## config.mk

```make
export PLATFORM = sky130hd
export DESIGN_NAME = mem_top
export DESIGN_NICKNAME = d
export VERILOG_FILES = /design/src/design/mem_pkg.sv /design/src/design/mem_link_if.sv /design/src/design/avalon_burst.sv /design/src/design/link_stage.sv /design/src/design/mem_read.sv /design/src/design/mem_top.sv /design/src/design/mem_write.sv
export SDC_FILE = /design/constraint.sdc
export NUM_CORES = 1
export LEC_CHECK = 0
export ABC_AREA = 1
export BUFFER_PORTS_ARGS = -buffer_cell sky130_fd_sc_hd__buf_2
export CORE_MARGIN = 3
export CORE_UTILIZATION = 59
export CTS_BUF_LIST = sky130_fd_sc_hd__clkbuf_2
export DETAILED_ROUTE_END_ITERATION = 7
export PLACE_DENSITY = 0.82
export SYNTH_ARGS = -nofsm -noshare
export SYNTH_HDL_FRONTEND = slang
export SYNTH_SLANG_ARGS = --single-unit
export TNS_END_PERCENT = 1
```

## constraint.sdc

```tcl
create_clock -name clk -period 7.4 [get_ports clk]
set_input_delay 1.48 -clock clk [delete_from_list [all_inputs] [get_ports clk]]
set_output_delay 1.48 -clock clk [all_outputs]
set_load 0.05 [all_outputs]
```

## src/design/mem_pkg.sv

```systemverilog
//--------------------
// Shared widths and burst request types for the data-memory path.
// Every RTL block that touches an address, a bus word or a burst
// request takes its definitions from here by wildcard import.
//--------------------

package mem_pkg;

    //--------------------
    // bus geometry
    localparam int ADDR_W          = 32;
    localparam int DWORD_W         = 32;
    localparam int MAX_READ_DWORDS = 3;   // 8 bytes at offset 3 touch 3 dwords

    typedef logic [ADDR_W-1:0]  addr_t;
    typedef logic [DWORD_W-1:0] dword_t;

    //--------------------
    // CPU side lengths and data
    typedef logic [3:0]  read_len_t;      // 1..8 bytes
    typedef logic [2:0]  write_len_t;     // 1..4 bytes
    typedef logic [1:0]  dword_len_t;     // 1..3 dwords
    typedef logic [63:0] read_data_t;

    // dword 0 of the burst sits in the low bits
    typedef logic [MAX_READ_DWORDS*DWORD_W-1:0] burst_rdata_t;

    //--------------------
    // burst requests
    typedef struct packed {
        addr_t      address;        // dword aligned
        dword_len_t dword_length;
    } readburst_req_t;

    typedef struct packed {
        addr_t      address;        // dword aligned
        dword_len_t dword_length;   // 1 or 2
        logic [3:0] byteenable_0;
        logic [3:0] byteenable_1;
        logic [55:0] data;          // write data shifted by the byte offset
    } writeburst_req_t;

endpackage

```

## src/design/mem_link_if.sv

```systemverilog
//--------------------
// Request link with the do/done handshake.
// The requester raises go with req valid and holds both until the
// one-cycle done pulse; go drops in the cycle after done.
// REQ_T selects the burst request payload.
//--------------------

`timescale 1ns/1ps

interface mem_link_if #(
    parameter type REQ_T = logic
) ();

    logic go;       // request strobe, held until done
    logic done;     // one-cycle completion pulse
    REQ_T req;      // payload, stable while go is high

    modport requester (
        output go,
        output req,
        input  done
    );

    modport responder (
        input  go,
        input  req,
        output done
    );

endinterface

```

## src/design/avalon_burst.sv

```systemverilog
//--------------------
// Avalon-MM burst master for the read and write links.
// Picks one pending burst, write first, and runs it on the 32-bit
// bus. Read words are stored by beat into burst_rdata, which holds
// until the next read burst starts. done pulses one cycle after the
// last beat.
//--------------------

`timescale 1ns/1ps

module avalon_burst
    import mem_pkg::*;
#(
    parameter int MAX_DWORDS = MAX_READ_DWORDS
) (
    input  logic               clk,
    input  logic               rst,

    mem_link_if.responder      rd,
    mem_link_if.responder      wr,
    output burst_rdata_t       burst_rdata,

    output logic [ADDR_W-1:2]  avm_address,
    output dword_t             avm_writedata,
    output logic [3:0]         avm_byteenable,
    output logic [3:0]         avm_burstcount,
    output logic               avm_write,
    output logic               avm_read,

    input  logic               avm_waitrequest,
    input  logic               avm_readdatavalid,
    input  dword_t             avm_readdata
);

    typedef enum logic [1:0] {S_IDLE, S_WRITE, S_RCMD, S_RCOLLECT} state_t;

    state_t       state;
    logic [1:0]   beat;             // beats done so far
    logic         rd_done_q;
    logic         wr_done_q;
    burst_rdata_t rdata_q;

    logic         start_wr;
    logic         start_rd;
    logic         last_beat;

    // a link still shows go in its done cycle, so skip it then
    assign start_wr  = (state == S_IDLE) && wr.go && !wr_done_q;
    assign start_rd  = (state == S_IDLE) && rd.go && !rd_done_q && !start_wr;
    assign last_beat = ({2'b00, beat} == avm_burstcount - 4'd1);

    //--------------------
    // burst FSM
    always_ff @(posedge clk) begin
        if (rst) begin
            state     <= S_IDLE;
            avm_write <= 1'b0;
            avm_read  <= 1'b0;
            rd_done_q <= 1'b0;
            wr_done_q <= 1'b0;
        end else begin
            rd_done_q <= 1'b0;
            wr_done_q <= 1'b0;
            case (state)
                S_IDLE: begin
                    if (start_wr) begin
                        avm_write <= 1'b1;
                        state     <= S_WRITE;
                    end else if (start_rd) begin
                        avm_read <= 1'b1;
                        state    <= S_RCMD;
                    end
                end
                S_WRITE: begin
                    if (!avm_waitrequest && last_beat) begin
                        avm_write <= 1'b0;
                        wr_done_q <= 1'b1;
                        state     <= S_IDLE;
                    end
                end
                S_RCMD: begin
                    if (!avm_waitrequest) begin   // one command per burst
                        avm_read <= 1'b0;
                        state    <= S_RCOLLECT;
                    end
                end
                default: begin
                    if (avm_readdatavalid && last_beat) begin
                        rd_done_q <= 1'b1;
                        state     <= S_IDLE;
                    end
                end
            endcase
        end
    end

    //--------------------
    // command payload and beat data
    always_ff @(posedge clk) begin
        if (start_wr) begin
            avm_address    <= wr.req.address[ADDR_W-1:2];
            avm_burstcount <= {2'b00, wr.req.dword_length};
            avm_writedata  <= wr.req.data[DWORD_W-1:0];
            avm_byteenable <= wr.req.byteenable_0;
            beat           <= 2'd0;
        end else if (start_rd) begin
            avm_address    <= rd.req.address[ADDR_W-1:2];
            avm_burstcount <= {2'b00, rd.req.dword_length};
            avm_byteenable <= 4'hF;
            beat           <= 2'd0;
        end else if (state == S_WRITE && !avm_waitrequest) begin
            avm_writedata  <= {8'h00, wr.req.data[55:32]};  // upper dword
            avm_byteenable <= wr.req.byteenable_1;
            beat           <= beat + 2'd1;
        end else if (state == S_RCOLLECT && avm_readdatavalid) begin
            rdata_q[beat*DWORD_W +: DWORD_W] <= avm_readdata;
            beat                             <= beat + 2'd1;
        end
    end

    assign rd.done     = rd_done_q;
    assign wr.done     = wr_done_q;
    assign burst_rdata = rdata_q;

    a_burstcount: assert property (
        @(posedge clk) disable iff (rst)
        (avm_read || avm_write) |->
            (avm_burstcount >= 4'd1 && avm_burstcount <= 4'(MAX_DWORDS))
    );

    a_one_command: assert property (
        @(posedge clk) disable iff (rst)
        !(avm_read && avm_write)
    );

endmodule

```

## src/design/link_stage.sv

```systemverilog
//--------------------
// One-slot register stage on a burst link.
// Takes the upstream request into a register and presents it
// downstream on the next cycle; done passes straight back.
// Used for both read and write bursts through REQ_T.
//--------------------

`timescale 1ns/1ps

module link_stage #(
    parameter type REQ_T = logic
) (
    input  logic          clk,
    input  logic          rst,

    mem_link_if.responder up,
    mem_link_if.requester dn
);

    logic busy;     // slot holds a request
    REQ_T req_q;

    always_ff @(posedge clk) begin
        if (rst) begin
            busy <= 1'b0;
        end else if (!busy && up.go) begin
            busy <= 1'b1;
        end else if (busy && dn.done) begin
            busy <= 1'b0;           // idle in the cycle after done
        end
    end

    always_ff @(posedge clk) begin
        if (!busy && up.go) begin
            req_q <= up.req;
        end
    end

    assign dn.go   = busy;
    assign dn.req  = req_q;
    assign up.done = dn.done;       // same-cycle completion upstream

    //--------------------
    // the bus master reads req over several cycles of one burst
    a_req_stable: assert property (
        @(posedge clk) disable iff (rst)
        (dn.go && !dn.done) |=> $stable(dn.req)
    );

endmodule

```

## src/design/mem_read.sv

```systemverilog
//--------------------
// CPU read port. Turns a 1..8 byte read at any byte address into a
// dword read burst, then aligns the returned bytes so the first
// requested byte lands in bits 7:0, with zeros above the length.
//--------------------

`timescale 1ns/1ps

module mem_read
    import mem_pkg::*;
(
    input  logic          clk,
    input  logic          rst,

    input  logic          read_do,
    input  addr_t         read_address,
    input  read_len_t     read_length,
    output logic          read_done,
    output read_data_t    read_data,

    mem_link_if.requester burst,
    input  burst_rdata_t  burst_rdata
);

    typedef enum logic [1:0] {S_IDLE, S_BURST, S_DONE} state_t;

    state_t         state;
    logic [1:0]     off_q;          // byte offset in first dword
    read_len_t      len_q;
    readburst_req_t req_q;

    logic [3:0]     span;
    logic [3:0]     span_up;
    dword_len_t     dwords;
    burst_rdata_t   shifted;
    read_data_t     aligned;

    assign span    = {2'b00, read_address[1:0]} + read_length;
    assign span_up = span + 4'd3;   // round up to whole dwords
    assign dwords  = span_up[3:2];

    always_comb begin
        shifted = burst_rdata >> {off_q, 3'b000};
        for (int i = 0; i < 8; i++) begin
            aligned[i*8 +: 8] = (i < len_q) ? shifted[i*8 +: 8] : 8'h00;
        end
    end

    //--------------------
    // control
    always_ff @(posedge clk) begin
        if (rst) begin
            state     <= S_IDLE;
            read_done <= 1'b0;
        end else begin
            read_done <= 1'b0;
            case (state)
                S_IDLE:  if (read_do) state <= S_BURST;
                S_BURST: if (burst.done) begin
                    read_done <= 1'b1;
                    state     <= S_DONE;
                end
                default: state <= S_IDLE;   // CPU drops read_do in S_DONE
            endcase
        end
    end

    always_ff @(posedge clk) begin
        if (state == S_IDLE && read_do) begin
            off_q              <= read_address[1:0];
            len_q              <= read_length;
            req_q.address      <= {read_address[ADDR_W-1:2], 2'b00};
            req_q.dword_length <= dwords;
        end
        if (state == S_BURST && burst.done) begin
            read_data <= aligned;   // burst_rdata valid from done on
        end
    end

    assign burst.go  = (state == S_BURST);
    assign burst.req = req_q;

    a_read_length: assert property (
        @(posedge clk) disable iff (rst)
        read_do |-> (read_length >= 4'd1 && read_length <= 4'd8)
    );

endmodule

```

## src/design/mem_top.sv

```systemverilog
//--------------------
// Data-memory path top level. CPU read and write ports feed their
// burst builders, each through a one-slot link stage, into one
// Avalon-MM burst master on a 32-bit bus.
//--------------------

`timescale 1ns/1ps

module mem_top
    import mem_pkg::*;
#(
    parameter int MAX_DWORDS = MAX_READ_DWORDS
) (
    input  logic               clk,
    input  logic               rst,

    input  logic               read_do,
    input  addr_t              read_address,
    input  read_len_t          read_length,
    output logic               read_done,
    output read_data_t         read_data,

    input  logic               write_do,
    input  addr_t              write_address,
    input  write_len_t         write_length,
    input  dword_t             write_data,
    output logic               write_done,

    output logic [ADDR_W-1:2]  avm_address,
    output dword_t             avm_writedata,
    output logic [3:0]         avm_byteenable,
    output logic [3:0]         avm_burstcount,
    output logic               avm_write,
    output logic               avm_read,
    input  logic               avm_waitrequest,
    input  logic               avm_readdatavalid,
    input  dword_t             avm_readdata
);

    mem_link_if #(.REQ_T(readburst_req_t))  rd_link ();
    mem_link_if #(.REQ_T(readburst_req_t))  rd_bus ();
    mem_link_if #(.REQ_T(writeburst_req_t)) wr_link ();
    mem_link_if #(.REQ_T(writeburst_req_t)) wr_bus ();

    burst_rdata_t burst_rdata;

    //--------------------
    // read path
    mem_read u_mem_read (
        .clk          (clk),
        .rst          (rst),
        .read_do      (read_do),
        .read_address (read_address),
        .read_length  (read_length),
        .read_done    (read_done),
        .read_data    (read_data),
        .burst        (rd_link.requester),
        .burst_rdata  (burst_rdata)
    );

    link_stage #(.REQ_T(readburst_req_t)) u_rd_stage (
        .clk (clk),
        .rst (rst),
        .up  (rd_link.responder),
        .dn  (rd_bus.requester)
    );

    //--------------------
    // write path
    mem_write u_mem_write (
        .clk           (clk),
        .rst           (rst),
        .write_do      (write_do),
        .write_address (write_address),
        .write_length  (write_length),
        .write_data    (write_data),
        .write_done    (write_done),
        .burst         (wr_link.requester)
    );

    link_stage #(.REQ_T(writeburst_req_t)) u_wr_stage (
        .clk (clk),
        .rst (rst),
        .up  (wr_link.responder),
        .dn  (wr_bus.requester)
    );

    //--------------------
    // bus master
    avalon_burst #(.MAX_DWORDS(MAX_DWORDS)) u_avalon_burst (
        .clk               (clk),
        .rst               (rst),
        .rd                (rd_bus.responder),
        .wr                (wr_bus.responder),
        .burst_rdata       (burst_rdata),
        .avm_address       (avm_address),
        .avm_writedata     (avm_writedata),
        .avm_byteenable    (avm_byteenable),
        .avm_burstcount    (avm_burstcount),
        .avm_write         (avm_write),
        .avm_read          (avm_read),
        .avm_waitrequest   (avm_waitrequest),
        .avm_readdatavalid (avm_readdatavalid),
        .avm_readdata      (avm_readdata)
    );

endmodule

```

## src/design/mem_write.sv

```systemverilog
//--------------------
// CPU write port. Turns a 1..4 byte write at any byte address into a
// write burst of one dword, or two when the bytes cross a dword edge.
// Byte enables and data are shifted up by the byte offset.
//--------------------

`timescale 1ns/1ps

module mem_write
    import mem_pkg::*;
(
    input  logic          clk,
    input  logic          rst,

    input  logic          write_do,
    input  addr_t         write_address,
    input  write_len_t    write_length,
    input  dword_t        write_data,
    output logic          write_done,

    mem_link_if.requester burst
);

    typedef enum logic [1:0] {S_IDLE, S_BURST, S_DONE} state_t;

    state_t          state;
    writeburst_req_t req_q;

    logic [7:0]      be_len;        // one bit per written byte
    logic [7:0]      be_all;
    logic [55:0]     data_shifted;

    assign be_len       = (8'h01 << write_length) - 8'h01;
    assign be_all       = be_len << write_address[1:0];
    assign data_shifted = {24'h000000, write_data} << {write_address[1:0], 3'b000};

    //--------------------
    // control
    always_ff @(posedge clk) begin
        if (rst) begin
            state      <= S_IDLE;
            write_done <= 1'b0;
        end else begin
            write_done <= 1'b0;
            case (state)
                S_IDLE:  if (write_do) state <= S_BURST;
                S_BURST: if (burst.done) begin
                    write_done <= 1'b1;
                    state      <= S_DONE;
                end
                default: state <= S_IDLE;
            endcase
        end
    end

    always_ff @(posedge clk) begin
        if (state == S_IDLE && write_do) begin
            req_q.address      <= {write_address[ADDR_W-1:2], 2'b00};
            req_q.byteenable_0 <= be_all[3:0];
            req_q.byteenable_1 <= be_all[7:4];      // spill into next dword
            req_q.dword_length <= (be_all[7:4] != 4'h0) ? 2'd2 : 2'd1;
            req_q.data         <= data_shifted;
        end
    end

    assign burst.go  = (state == S_BURST);
    assign burst.req = req_q;

endmodule

```

## Word level (Yosys, flattened, before mapping)

Cells that the tools add are included.

| word-level totals | value |
|---|---|
| bits in registers | 506 |
| bits in latches | 0 |
| RAM bits | 0 |
| ROM bits | 0 |
| input bits | 141 |
| output and inout bits | 138 |
| word-level logic and storage cells | 172 |
| memories | 0 |

| cells by class | value |
|---|---|
| add/sub/neg operators | 6 |
| multiply operators | 0 |
| divide/modulo/power cells | 0 |
| $lt $le $gt $ge | 8 |
| eq/ne operators | 17 |
| shift-type cells | 6 |
| multiplexer cells | 41 |
| bitwise gates (word level) | 6 |
| reductions and logical operators | 47 |

Operators by type and width:

| operator | number |
|---|---|
| 96-bit bitwise mux | 1 |
| 32-bit two-way mux | 3 |
| 32-bit by 34-bit variable shift with 96-bit output, first input constant | 1 |
| 32-bit by 34-bit indexed part select with 96-bit output | 1 |
| 96-bit by 5-bit right shift with 64-bit output | 1 |
| 30-bit two-way mux | 2 |
| 32-bit by 5-bit << shifter with 56-bit output | 1 |
| 7-bit negator with 34-bit output | 1 |
| 2-bit two-way mux | 14 |
| 1-bit logical AND | 16 |
| 3-bit by 4-bit less-than comparator with 1-bit output, first input constant | 4 |
| 2-bit nonzero test | 7 |
| 1-bit two-way mux | 13 |
| 4-bit two-way mux | 3 |
| 2-bit by 1-bit inequality test with 1-bit output, second input constant | 6 |
| 4-bit AND reduction | 3 |
| 1-bit by 4-bit less-than comparator with 1-bit output, first input constant | 2 |
| 2-bit by 4-bit less-than comparator with 1-bit output, first input constant | 2 |
| 2-bit inequality test, second input constant | 4 |
| 2-bit one-hot mux with 2 select lines | 2 |
| 4-bit nonzero test | 2 |
| 2-bit OR reduction | 4 |
| 1-bit by 3-bit << shifter with 8-bit output, first input constant | 1 |
| 8-bit by 2-bit << shifter with 8-bit output | 1 |
| 18 further kinds | 36 |

## Longest topological paths before layout

Gate-level depths: netlist of the first run.

| depth | value |
|---|---|
| depth in word-level cells | 8 |
| gate-level depth with buffers | 15 |
| mapped depth without buffers | 15 |

## Modules after synthesis

From an unflattened synthesis of the first run, not the netlist that was laid out.

| second synthesis, totals | value |
|---|---|
| cells, all modules | 1,757 |
| area total of the unflattened synthesis | 20,608.5 sq um |

By module, submodules not included:

| module | instances | cells each | area each (sq um) |
|---|---|---|---|
| avalon_burst | 1 | 642 | 7,033.0 |
| mem_read | 1 | 641 | 5,426.5 |
| mem_write | 1 | 326 | 4,070.2 |
| link_stage (u_wr_stage) | 1 | 106 | 3,000.4 |
| link_stage (u_rd_stage) | 1 | 42 | 1,078.5 |

## Least setup slack after synthesis of the first run

Ideal clock, no wire load.

| timing path | value |
|---|---|
| kind | input -> register |
| start point | input write_do |
| end point | register u_mem_write.req_q (netlist bit u_mem_write.burst.req[0]) (enable) |
| library setup time | 555 ps |
| arrival time | 5,595 ps |
| data required time | 6,845 ps |
| setup slack | 1,250 ps |
| stages | 2 |
| path buffers | 0 |
| path through | nand2_1 nor2_1 |

| on the way | value |
|---|---|
| word-level cells in the longest chain between the ends | 1 |

RTL lines:

| item | RTL line | RTL |
|---|---|---|
| start: declaration | mem_top.sv:23 | `input logic write_do,` |
| 1-bit logical AND | mem_write.sv:57 | `if (state == S_IDLE && write_do) begin` |
| end: declaration | mem_write.sv:27 | `writeburst_req_t req_q;` |

Every way passes these cells.
A chain may end at the register's enable or synchronous reset.

## Final worst setup path of the first run

| timing path | value |
|---|---|
| start point | register u_avalon_burst.avm_writedata[0] |
| end point | output avm_writedata[0] |

RTL lines:

| item | RTL line | RTL |
|---|---|---|
| start: declaration | avalon_burst.sv:24 | `output dword_t avm_writedata,` |
| start signal: assignment | avalon_burst.sv:103 | `avm_writedata <= wr.req.data[DWORD_W-1:0];` |
| start signal: assignment | avalon_burst.sv:112 | `avm_writedata <= {8'h00, wr.req.data[55:32]};` |
| end: declaration | mem_top.sv:30 | `output dword_t avm_writedata,` |

No word-level cell between the ends.

==> results_dict.tcl, run 1 <==
set metrics [dict create \
    status "finished clean" \
    finalWeightedCongestion 0.903 \
    syn_area_um2 19500 \
    path_cells "buf_2" \
    multiInputGateArea_um2 3990 \
    grt_pass1_wl_mm 66.5 \
    post_route_cells_drive_above_1_share 0.252 \
    row_count 66 \
    vdd_drop_max_uv 175 \
    layout.area.seq_um2 14800 \
    core_area_um2 32600 \
    max-cap-violations 0 \
    p_sw_frac 0.288 \
    wl_mm 43.3 \
    fmax_mhz 309 \
    fin_cells 2430 \
    vias 13000 \
    slew_headroom 0.124 \
    p_clk_frac 0.296 \
    worstRegToRegCells 4 \
    port_buffers 276 \
    cts_sinks 498 \
    min_path_type "register to register" \
    syn_to_final_growth_pct 14.4 \
    final_common_cell "edfxtp_1" \
    ys_types 39 \
    wl_per_cell_um 17.8 \
    initial_core_util 0.599 \
    clock_latency_ps 1030 \
    cp.required_ps 5920 \
    cts-root-buf "clkbuf_2" \
    drcViolationCount 0 \
    fin_tns_setup_ps 0 \
    yosysWarnings 0 \
    period_needed_ps 3240 \
    cp_top_family "flip-flops" \
    stdcell_area_um2 22400 \
    p_per_area_nw_per_um2 266 \
    io-pin-count 279 \
    worst-path-max-fanout 1 \
    cts_tree "yes" \
    drv_slew 0 \
    crit_cells 1 \
    htreeDepth 3 \
    critPathKind "register to output pin" \
    placed_area_um2 21300 \
    drt_iter0_drc 1217 \
    rsz0062_at_grt "no" \
    synth_cells 1555 \
    rr_endpoint "u_avalon_burst.burst_rdata[1]" \
    antenna_found_initial 4 \
    hold-path-endpoint "u_wr_stage.dn.req[33]" \
    worst_pin_slew_ps 1310 \
    internal_power_mw 4.23 \
    hold_depth 0 \
    track_usage 0.244 \
    yosysSeqAreaShare 0.757 \
    dp.final_hpwl_mm 29.4 \
    utilization 0.686 \
    grt_max_degree 97 \
    clockBufferDepth 3 \
    path_buf_inv 1 \
    skew_ps 142 \
    clkTransAtPathRegs_ps 120 \
    critPathMaxStageDelay_ps 440 \
    die_area_um2 35300 \
    numCtsBuffers 116 \
    ctsResizeCount 0 \
    p_sw_mw 1.71 \
    synth-seq-cells 498 \
    layout_common_cells "edfxtp_1, nand2_1, buf_2, clkbuf_2, nor2_1" \
    pwr-share-comb 0.135 \
    synth_edf_count 482 \
    die_w_um 188 \
    grt_pass1_vias 12600 \
    firstDrtPassIters 6 \
    overflow 0 \
    nFillCells 2301 \
    hold_buffers 0 \
    vias_per_cell 5.34 \
    slowest_stage "edfxtp_1" \
    ant_nets 0 \
    rr_startpoint "u_avalon_burst.beat[0]" \
    endpoint_kind "output pin" \
    postSynthAreaPerCell_um2 12.6 \
    post-route-period-util 0.437 \
    p_seq_frac 0.570 \
    num-nets-final 2041 \
    synthFlopType "edfxtp_1" \
    arrival_ps 1760 \
    cp-start-kind "register" \
    finalPower_mw 5.94 \
    dp_cells 2216 \
    setup_viol 0 \
    worst-r2r-setup-slack_ps 4390 \
    cts_setup_buffers 0 \
    die_h_um 188 \
    min_from "u_mem_write.burst.req[33]" \
    hold_viol_final 0 \
    synth_async_sr_flop_share 0 \
    p_leak_nw 9.21 \
]
## power by group through the flow
stage          combinational (mW)  sequential (mW)  clock [mW]
5_1_grt                     0.872             3.40        1.96
6_report                    0.801             3.38        1.76
3_3_place_gp                0.775             3.44           0
2_1_floorplan               0.393             3.61           0
4_1_cts                     0.800             3.39        1.80
3_5_place_dp                0.798             3.45           0
## how the worst max path moves through the flow
stage | slack [ps] | end | start
4_1_cts | 4070 | avm_writedata[2] | u_avalon_burst.avm_writedata[2]
2_1_floorplan | 1250 | u_mem_write.burst.req[0] | write_do
6_report | 4160 | avm_writedata[0] | u_avalon_burst.avm_writedata[0]
3_5_place_dp | 3720 | u_mem_write.burst.req[3] | write_address[1]
3_3_place_gp | 3760 | u_mem_write.burst.req[65] | write_address[1]
5_1_grt | 4030 | avm_burstcount[0] | u_avalon_burst.avm_burstcount[0]
## state kept, by name, summed over array words and instances, names as in the netlist, 4 cells and up
signal / count
u_mem_read.len_q: 4
u_rd_stage.dn.req: 32
u_avalon_burst.avm_byteenable: 4
u_wr_stage.dn.req: 96
u_mem_read.burst.req: 32
u_mem_read.read_data: 64
u_mem_write.burst.req: 96
u_avalon_burst.avm_writedata: 32
u_avalon_burst.avm_address: 30
u_avalon_burst.burst_rdata: 88
## cell families after synthesis
| kind of cell | Yosys count | synth area share |
|---|---|---|
| AND/OR/NAND/NOR | 669 | 0.137 |
| flip-flops | 498 | 0.757 |
| buffers and inverters | 189 | 0.0412 |
| AO/OA/AOI/OAI | 173 | 0.0508 |
| multiplexers | 16 | 0.00819 |
| adder cells (fa/ha/maj) | 8 | 0.00550 |
| other | 1 | 0.000192 |
| XOR/XNOR | 1 | 0.000448 |
## cells in the mapped netlist (all sizes together) (4+ instances only)
cell type / number / area share
o22a: 4 / 0.0018
mux2i: 16 / 0.0082
buf: 44 / 0.013
inv: 116 / 0.022
nor3: 39 / 0.011
nor2: 138 / 0.027
edfxtp: 482 / 0.74
ha: 7 / 0.0045
a311oi: 14 / 0.0063
dfxtp: 16 / 0.016
a21oi: 58 / 0.015
nand2: 460 / 0.090
clkbuf: 27 / 0.0052
o21ai: 65 / 0.017
nand3: 27 / 0.0072
o22ai: 9 / 0.0029
a31oi: 17 / 0.0054
## cell type report
type                       count  area share
antenna                        4    0.000447
clock buffer                 170      0.0380
clock inverter                40      0.0111
inverter                     118      0.0199
multi-input combinational    869       0.178
sequential                   498       0.661
tap                          442      0.0247
timing repair buffer         289      0.0661
## layer usage
| layer | share of wire | global-route usage |
|---|---|---|
| met1 | 0.36 | 0.301 |
| met2 | 0.50 | 0.407 |
| met3 | 0.10 | 0.0673 |
| met4 | 0.040 | 0.107 |
| met5 | 0 | 0 |
## per-stage QoR
step	worst slack (ps)	hold slack, ps
floorplan	1250	400
global placement	3760	401
detailed placement	3720	405
CTS	4070	402
global route	4030	403
finish	4160	399
No activity file was read; power rests on OpenSTA's default activity.
==> run 2: changes to the inputs <==
- CORE_UTILIZATION: 59 -> 53
- PLACE_DENSITY: 0.82 -> 0.78
- clock period: 7.4 -> 2.8 ns (I/O delays scaled with it)
==> run 2 against run 1 <==
Critical path type is now primary input to register. Combinational power rose to 3.0 times the previous value. Worst setup slack got worse by 3900 ps. Via count increased by 6.7%. Register-to-register slack got worse by 3900 ps. Flip-flop and latch count unchanged. Sequential power grew to 2.6 times the previous value. Clock skew is 56 ps lower. Power rose to 2.7 times the previous value. Worst hold slack lost 250 ps. Non-clock buffer count increased by 168.
==> results_dict.tcl, run 2 (synthesis results as in run 1) <==
set metrics [dict create \
    finalWeightedCongestion 0.936 \
    vias 13900 \
    die_w_um 198 \
    grt_max_degree 98 \
    io-pin-count 279 \
    p_clk_frac 0.289 \
    p_sw_mw 4.70 \
    endpoint_kind "register" \
    timing.final.ws_setup_ps 248 \
    p_sw_frac 0.295 \
    cts-root-buf "clkbuf_2" \
    ant_nets 0 \
    pre_cts_ws_ps 324 \
    layout_common_cells "edfxtp_1, nand2_1, buf_2, clkbuf_2, dlygate4sd3_1" \
    ctsResizeCount 0 \
    fin_tns_setup_ps 0 \
    p_per_area_nw_per_um2 662 \
    numCtsBuffers 118 \
    post_route_cells_drive_above_1_share 0.240 \
    finalPower_mw 15.9 \
    cp-start-kind "primary input" \
    cts_tree "yes" \
    status "finished clean" \
    core_area_um2 36000 \
    fin_cells 2619 \
    dp_cells 2249 \
    htreeDepth 3 \
    period_needed_ps 2550 \
    track_usage 0.247 \
    row_count 69 \
    cp.required_ps 3630 \
    clock_latency_ps 1100 \
    vdd_drop_max_uv 553 \
    min_path_type "primary input to register" \
    p_leak_nw 9.94 \
    nFillCells 2483 \
    clkTransAtPathRegs_ps 170 \
    firstDrtPassIters 7 \
    port_buffers 276 \
    max-cap-violations 0 \
    holdWs_ps 153 \
    wl_per_cell_um 18.7 \
    clockBufferDepth 3 \
    wl_mm 48.9 \
    grt_pass1_vias 13800 \
    setup_viol 0 \
    slew_headroom 0.361 \
    post-route-period-util 0.911 \
    fmax_mhz 392 \
    worst-path-max-fanout 4 \
    hold_viol_final 0 \
    vias_per_cell 5.29 \
    p_seq_frac 0.561 \
    drv_slew 0 \
    dp.final_hpwl_mm 29.4 \
    overflow 0 \
    pwr-share-comb 0.150 \
    die_area_um2 39200 \
    drcViolationCount 0 \
    drt_iter0_drc 1214 \
    skew_ps 86.5 \
    rsz0062_at_grt "no" \
    antenna_found_initial 4 \
    internal_power_mw 11.2 \
    cts_sinks 498 \
    final_common_cell "edfxtp_1" \
    critPathKind "primary input to register" \
    initial_core_util 0.543 \
    arrival_ps 3380 \
    grt_pass1_wl_mm 73.3 \
    syn_to_final_growth_pct 23.2 \
    num-nets-final 2211 \
    worst_pin_slew_ps 958 \
    die_h_um 198 \
]
## run 2: changes by cell type in the layout (fill, tap and decap cells not counted), sizes merged
cell / delta
bufinv: -2
buf: +14
dlygate4sd3: +154
clkinv: +4
clkbuf: +3
clkinvlp: -2
inv: -1
## run 2: path summary, 6_finish.rpt
kind | to | slack (ps) | from | depth (start not counted)
setup reg to reg | u_avalon_burst.avm_write | 480 | u_wr_stage.dn.go | 6
hold reg to reg | u_rd_stage.dn.req[27] | 390 | u_mem_read.burst.req[27] | 0
setup / recovery | u_mem_write.burst.req[65] | 250 | write_length[0] | 18
hold / removal | u_mem_write.burst.req[85] | 150 | write_address[19] | 2
## run 2: cell type report
type,count,area [um^2],area share
flip-flops and latches,498,14800,0.615
well taps,461,577,0.0240
diodes,4,10.0,0.000416
inverters,118,445,0.0185
repair buffers,457,3190,0.132
multi-input cells,869,3990,0.166
clock inverters,39,205,0.00852
clock buffers,173,866,0.0360
## run 2: per-stage QoR
stage / utilization / area (um^2)
final: 0.669 / 24100
after global routing: 0.669 / 24100
after CTS: 0.668 / 24100
after detailed placement: 0.596 / 21500
after global placement: 0.596 / 21500
after floorplan: - / 19600
## run 2: metal layers
metal  global-route usage  vias to the layer above  share of wire
met2                0.436                      811           0.51
met1                0.274                     6412           0.35
met4                0.128                        2          0.047
met5                    0                        -        0.00014
met3               0.0677                      178          0.095
li1                     -                     6454              -
## run 2: worst max-delay path: stages
cell and delay (ps):
dlygate4sd3_1 540, buf_2 140, nor2_1 190, dlygate4sd3_1 610
inv_1 60, nor2_1 140, inv_1 70, ha_1 220
inv_1 170, a21oi_4 60, nand2_2 90, nand3_2 80
nand2_2 110, nand2_1 70, nand2_2 100, nand2_2 60
inv_1 60, nand2_1 50
## run 2: power by group through the flow
stage                     registers [mW]  logic [mW]  clock network [mW]
final                               8.94        2.39                4.60
after global routing                8.98        2.58                5.09
after CTS                           8.93        2.35                4.66
after detailed placement            9.09        2.16                   0
after global placement              9.08        2.11                   0
after floorplan                     9.53        1.04                   0
## run 2: repair_timing
action,in CTS,in global routing
hold buffers,154,0
buffers inserted,0,0
endpoints found under the hold margin,236,0
==> run 3: changes to the inputs <==
- ABC_AREA: 1 -> not set
- CORE_UTILIZATION: 53 -> 54
- PLACE_DENSITY: 0.78 -> 0.79
==> run 3 against run 2 <==
Power grew 2.3%. Die area grew 0.52%. Via count shrank 11%. Sequential power grew 0.6%.
==> results_dict.tcl, run 3 <==
set metrics [dict create \
    grt_pass1_wl_mm 69.5 \
    skew_ps 102 \
    numCtsBuffers 116 \
    p_per_area_nw_per_um2 659 \
    syn_area_um2 20000 \
    ys_types 55 \
    initial_core_util 0.555 \
    cts_tree "yes" \
    wl_mm 45.3 \
    clock_latency_ps 1030 \
    cp-start-kind "primary input" \
    grt_max_degree 67 \
    firstDrtPassIters 6 \
    rr_startpoint "u_avalon_burst.avm_burstcount[0]" \
    ys_top_cells_by_area "edfxtp_1, mux4_2, and2_1, nand2_1, nor2b_1" \
    synthFlopType "edfxtp_1" \
    vias 12400 \
    timing.final.ws_setup_ps 178 \
    yosysMostFrequentCell "edfxtp_1" \
    port_buffers 276 \
    antenna_found_initial 1 \
    synth_async_sr_flop_share 0 \
    period_needed_ps 2620 \
    wl_per_cell_um 19.7 \
    worst-path-max-fanout 17 \
    finalPower_mw 16.3 \
    postSynthAreaPerCell_um2 16.5 \
    yosys.area.top_type "edfxtp_1" \
    post_route_cells_drive_above_1_share 0.325 \
    cts_sinks 498 \
    finalWeightedCongestion 0.864 \
    synth_top_cells_by_count "edfxtp_1, nand2_1, and2_1" \
    drcViolationCount 0 \
    clkTransAtPathRegs_ps 110 \
    core_area_um2 36100 \
    vias_per_cell 5.38 \
    placed_area_um2 22100 \
    synth_edf_count 482 \
    overflow 0 \
    yosysWarnings 0 \
    io-pin-count 279 \
    die_area_um2 39400 \
    num-nets-final 1891 \
    vdd_drop_max_uv 596 \
    hold_viol_final 0 \
    critPathKind "primary input to register" \
    pre_cts_ws_ps 160 \
    min_path_type "primary input to register" \
    synth_cells 1217 \
    dp.final_hpwl_mm 26.8 \
    cts-root-buf "clkbuf_2" \
    die_h_um 199 \
    drt_iter0_drc 987 \
    endpoint_kind "register" \
    die_w_um 199 \
    ant_nets 0 \
    yosysSeqAreaShare 0.739 \
    stdcell_area_um2 24700 \
    synth-seq-cells 498 \
    min_from "write_length[0]" \
    grt_pass1_vias 13000 \
    cp.required_ps 3610 \
    setup_viol 0 \
    row_count 69 \
    layout_common_cells "edfxtp_1, buf_2, nand2_1, clkbuf_2, dlygate4sd3_1" \
    syn_to_final_growth_pct 23.6 \
    max-cap-violations 0 \
    final_common_cell "edfxtp_1" \
    fmax_mhz 381 \
    status "finished clean" \
    p_leak_nw 9.63 \
    post-route-period-util 0.937 \
    htreeDepth 3 \
    track_usage 0.231 \
    rsz0062_at_grt "no" \
    slew_headroom 0.360 \
    synth_top_area_frac 0.723 \
    worst_pin_slew_ps 958 \
    clockBufferDepth 3 \
    drv_slew 0 \
    arrival_ps 3430 \
    startpoint "write_length[2]" \
]
-- run 3: worst max-delay path: stages --
cell           delay, ps
dlygate4sd3_1        530
buf_2                290
nor2_1               160
nand2_1              130
ha_2                 390
nand2b_1             210
o21a_1               230
o32ai_1              180
a221oi_1             130
dlygate4sd3_1        600
-- run 3: layout make-up --
cell class	instances	area, um^2
Clock inverter	34	229
Timing Repair Buffer	468	3310
Multi-Input combinational cell	642	4870
Sequential cell	498	14800
Clock buffer	178	891
Fill cell	2331	11300
Antenna cell	2	5.00
Inverter	16	62.6
Tap cell	461	577
-- run 3: cell families (layout without fill, tap and decap cells) --
logic type / count (synthesis) / in the layout / share of synthesized area
AO/OA/AOI/OAI: 72 / 72 / 0.0244
XOR/XNOR: 5 / 5 / 0.00219
adder cells (fa/ha/maj): 8 / 8 / 0.00537
buffers and inverters: 78 / 696 / 0.0212
flip-flops: 498 / 498 / 0.739
multiplexers: 102 / 102 / 0.0916
other: 1 / 4 / 0.000187
AND/OR/NAND/NOR: 453 / 453 / 0.116
-- run 3: per-stage QoR --
stage	std cells	hold WS, ps	utilization	TNS, ps
detailed placement	1931	405	0.612	0
CTS	2297	35.5	0.685	0
global route	2299	57.7	0.686	0
finish	2299	199	0.686	0
global placement	1931	401	0.612	0
floorplan	1218	400	-	-73430
-- run 3: power by group --
group	total (mW)	leakage, nW	switching (mW)	internal, mW
logic	2.46	4.09	1.57	0.893
clock network	4.84	0.853	2.86	1.98
registers	8.99	4.68	0.186	8.81
-- run 3: path summary, 6_finish.rpt --
path,cells past startpoint,to,slack (ps)
max,10,u_mem_write.burst.req[58],180
min,3,u_mem_write.burst.req[60],200
max reg2reg,6,u_avalon_burst.state[1],630
min reg2reg,0,u_wr_stage.dn.req[28],410
-- run 3: metal layers --
metal,vias to the layer above,GRT usage,part of all wire
li1,5637,-,-
met1,6015,0.271,0.36
met2,621,0.410,0.53
met3,94,0.0593,0.083
met4,0,0.0908,0.026
met5,-,0,0
-- run 3: timing repair --
| item | 4_1_cts | 5_1_grt |
|---|---|---|
| resized for setup | 0 | 1 |
| hold endpoints to repair | 249 | 0 |
| endpoints found under the setup margin | 0 | 1 |
| hold buffers | 154 | 0 |
| buffers inserted | 0 | 0 |
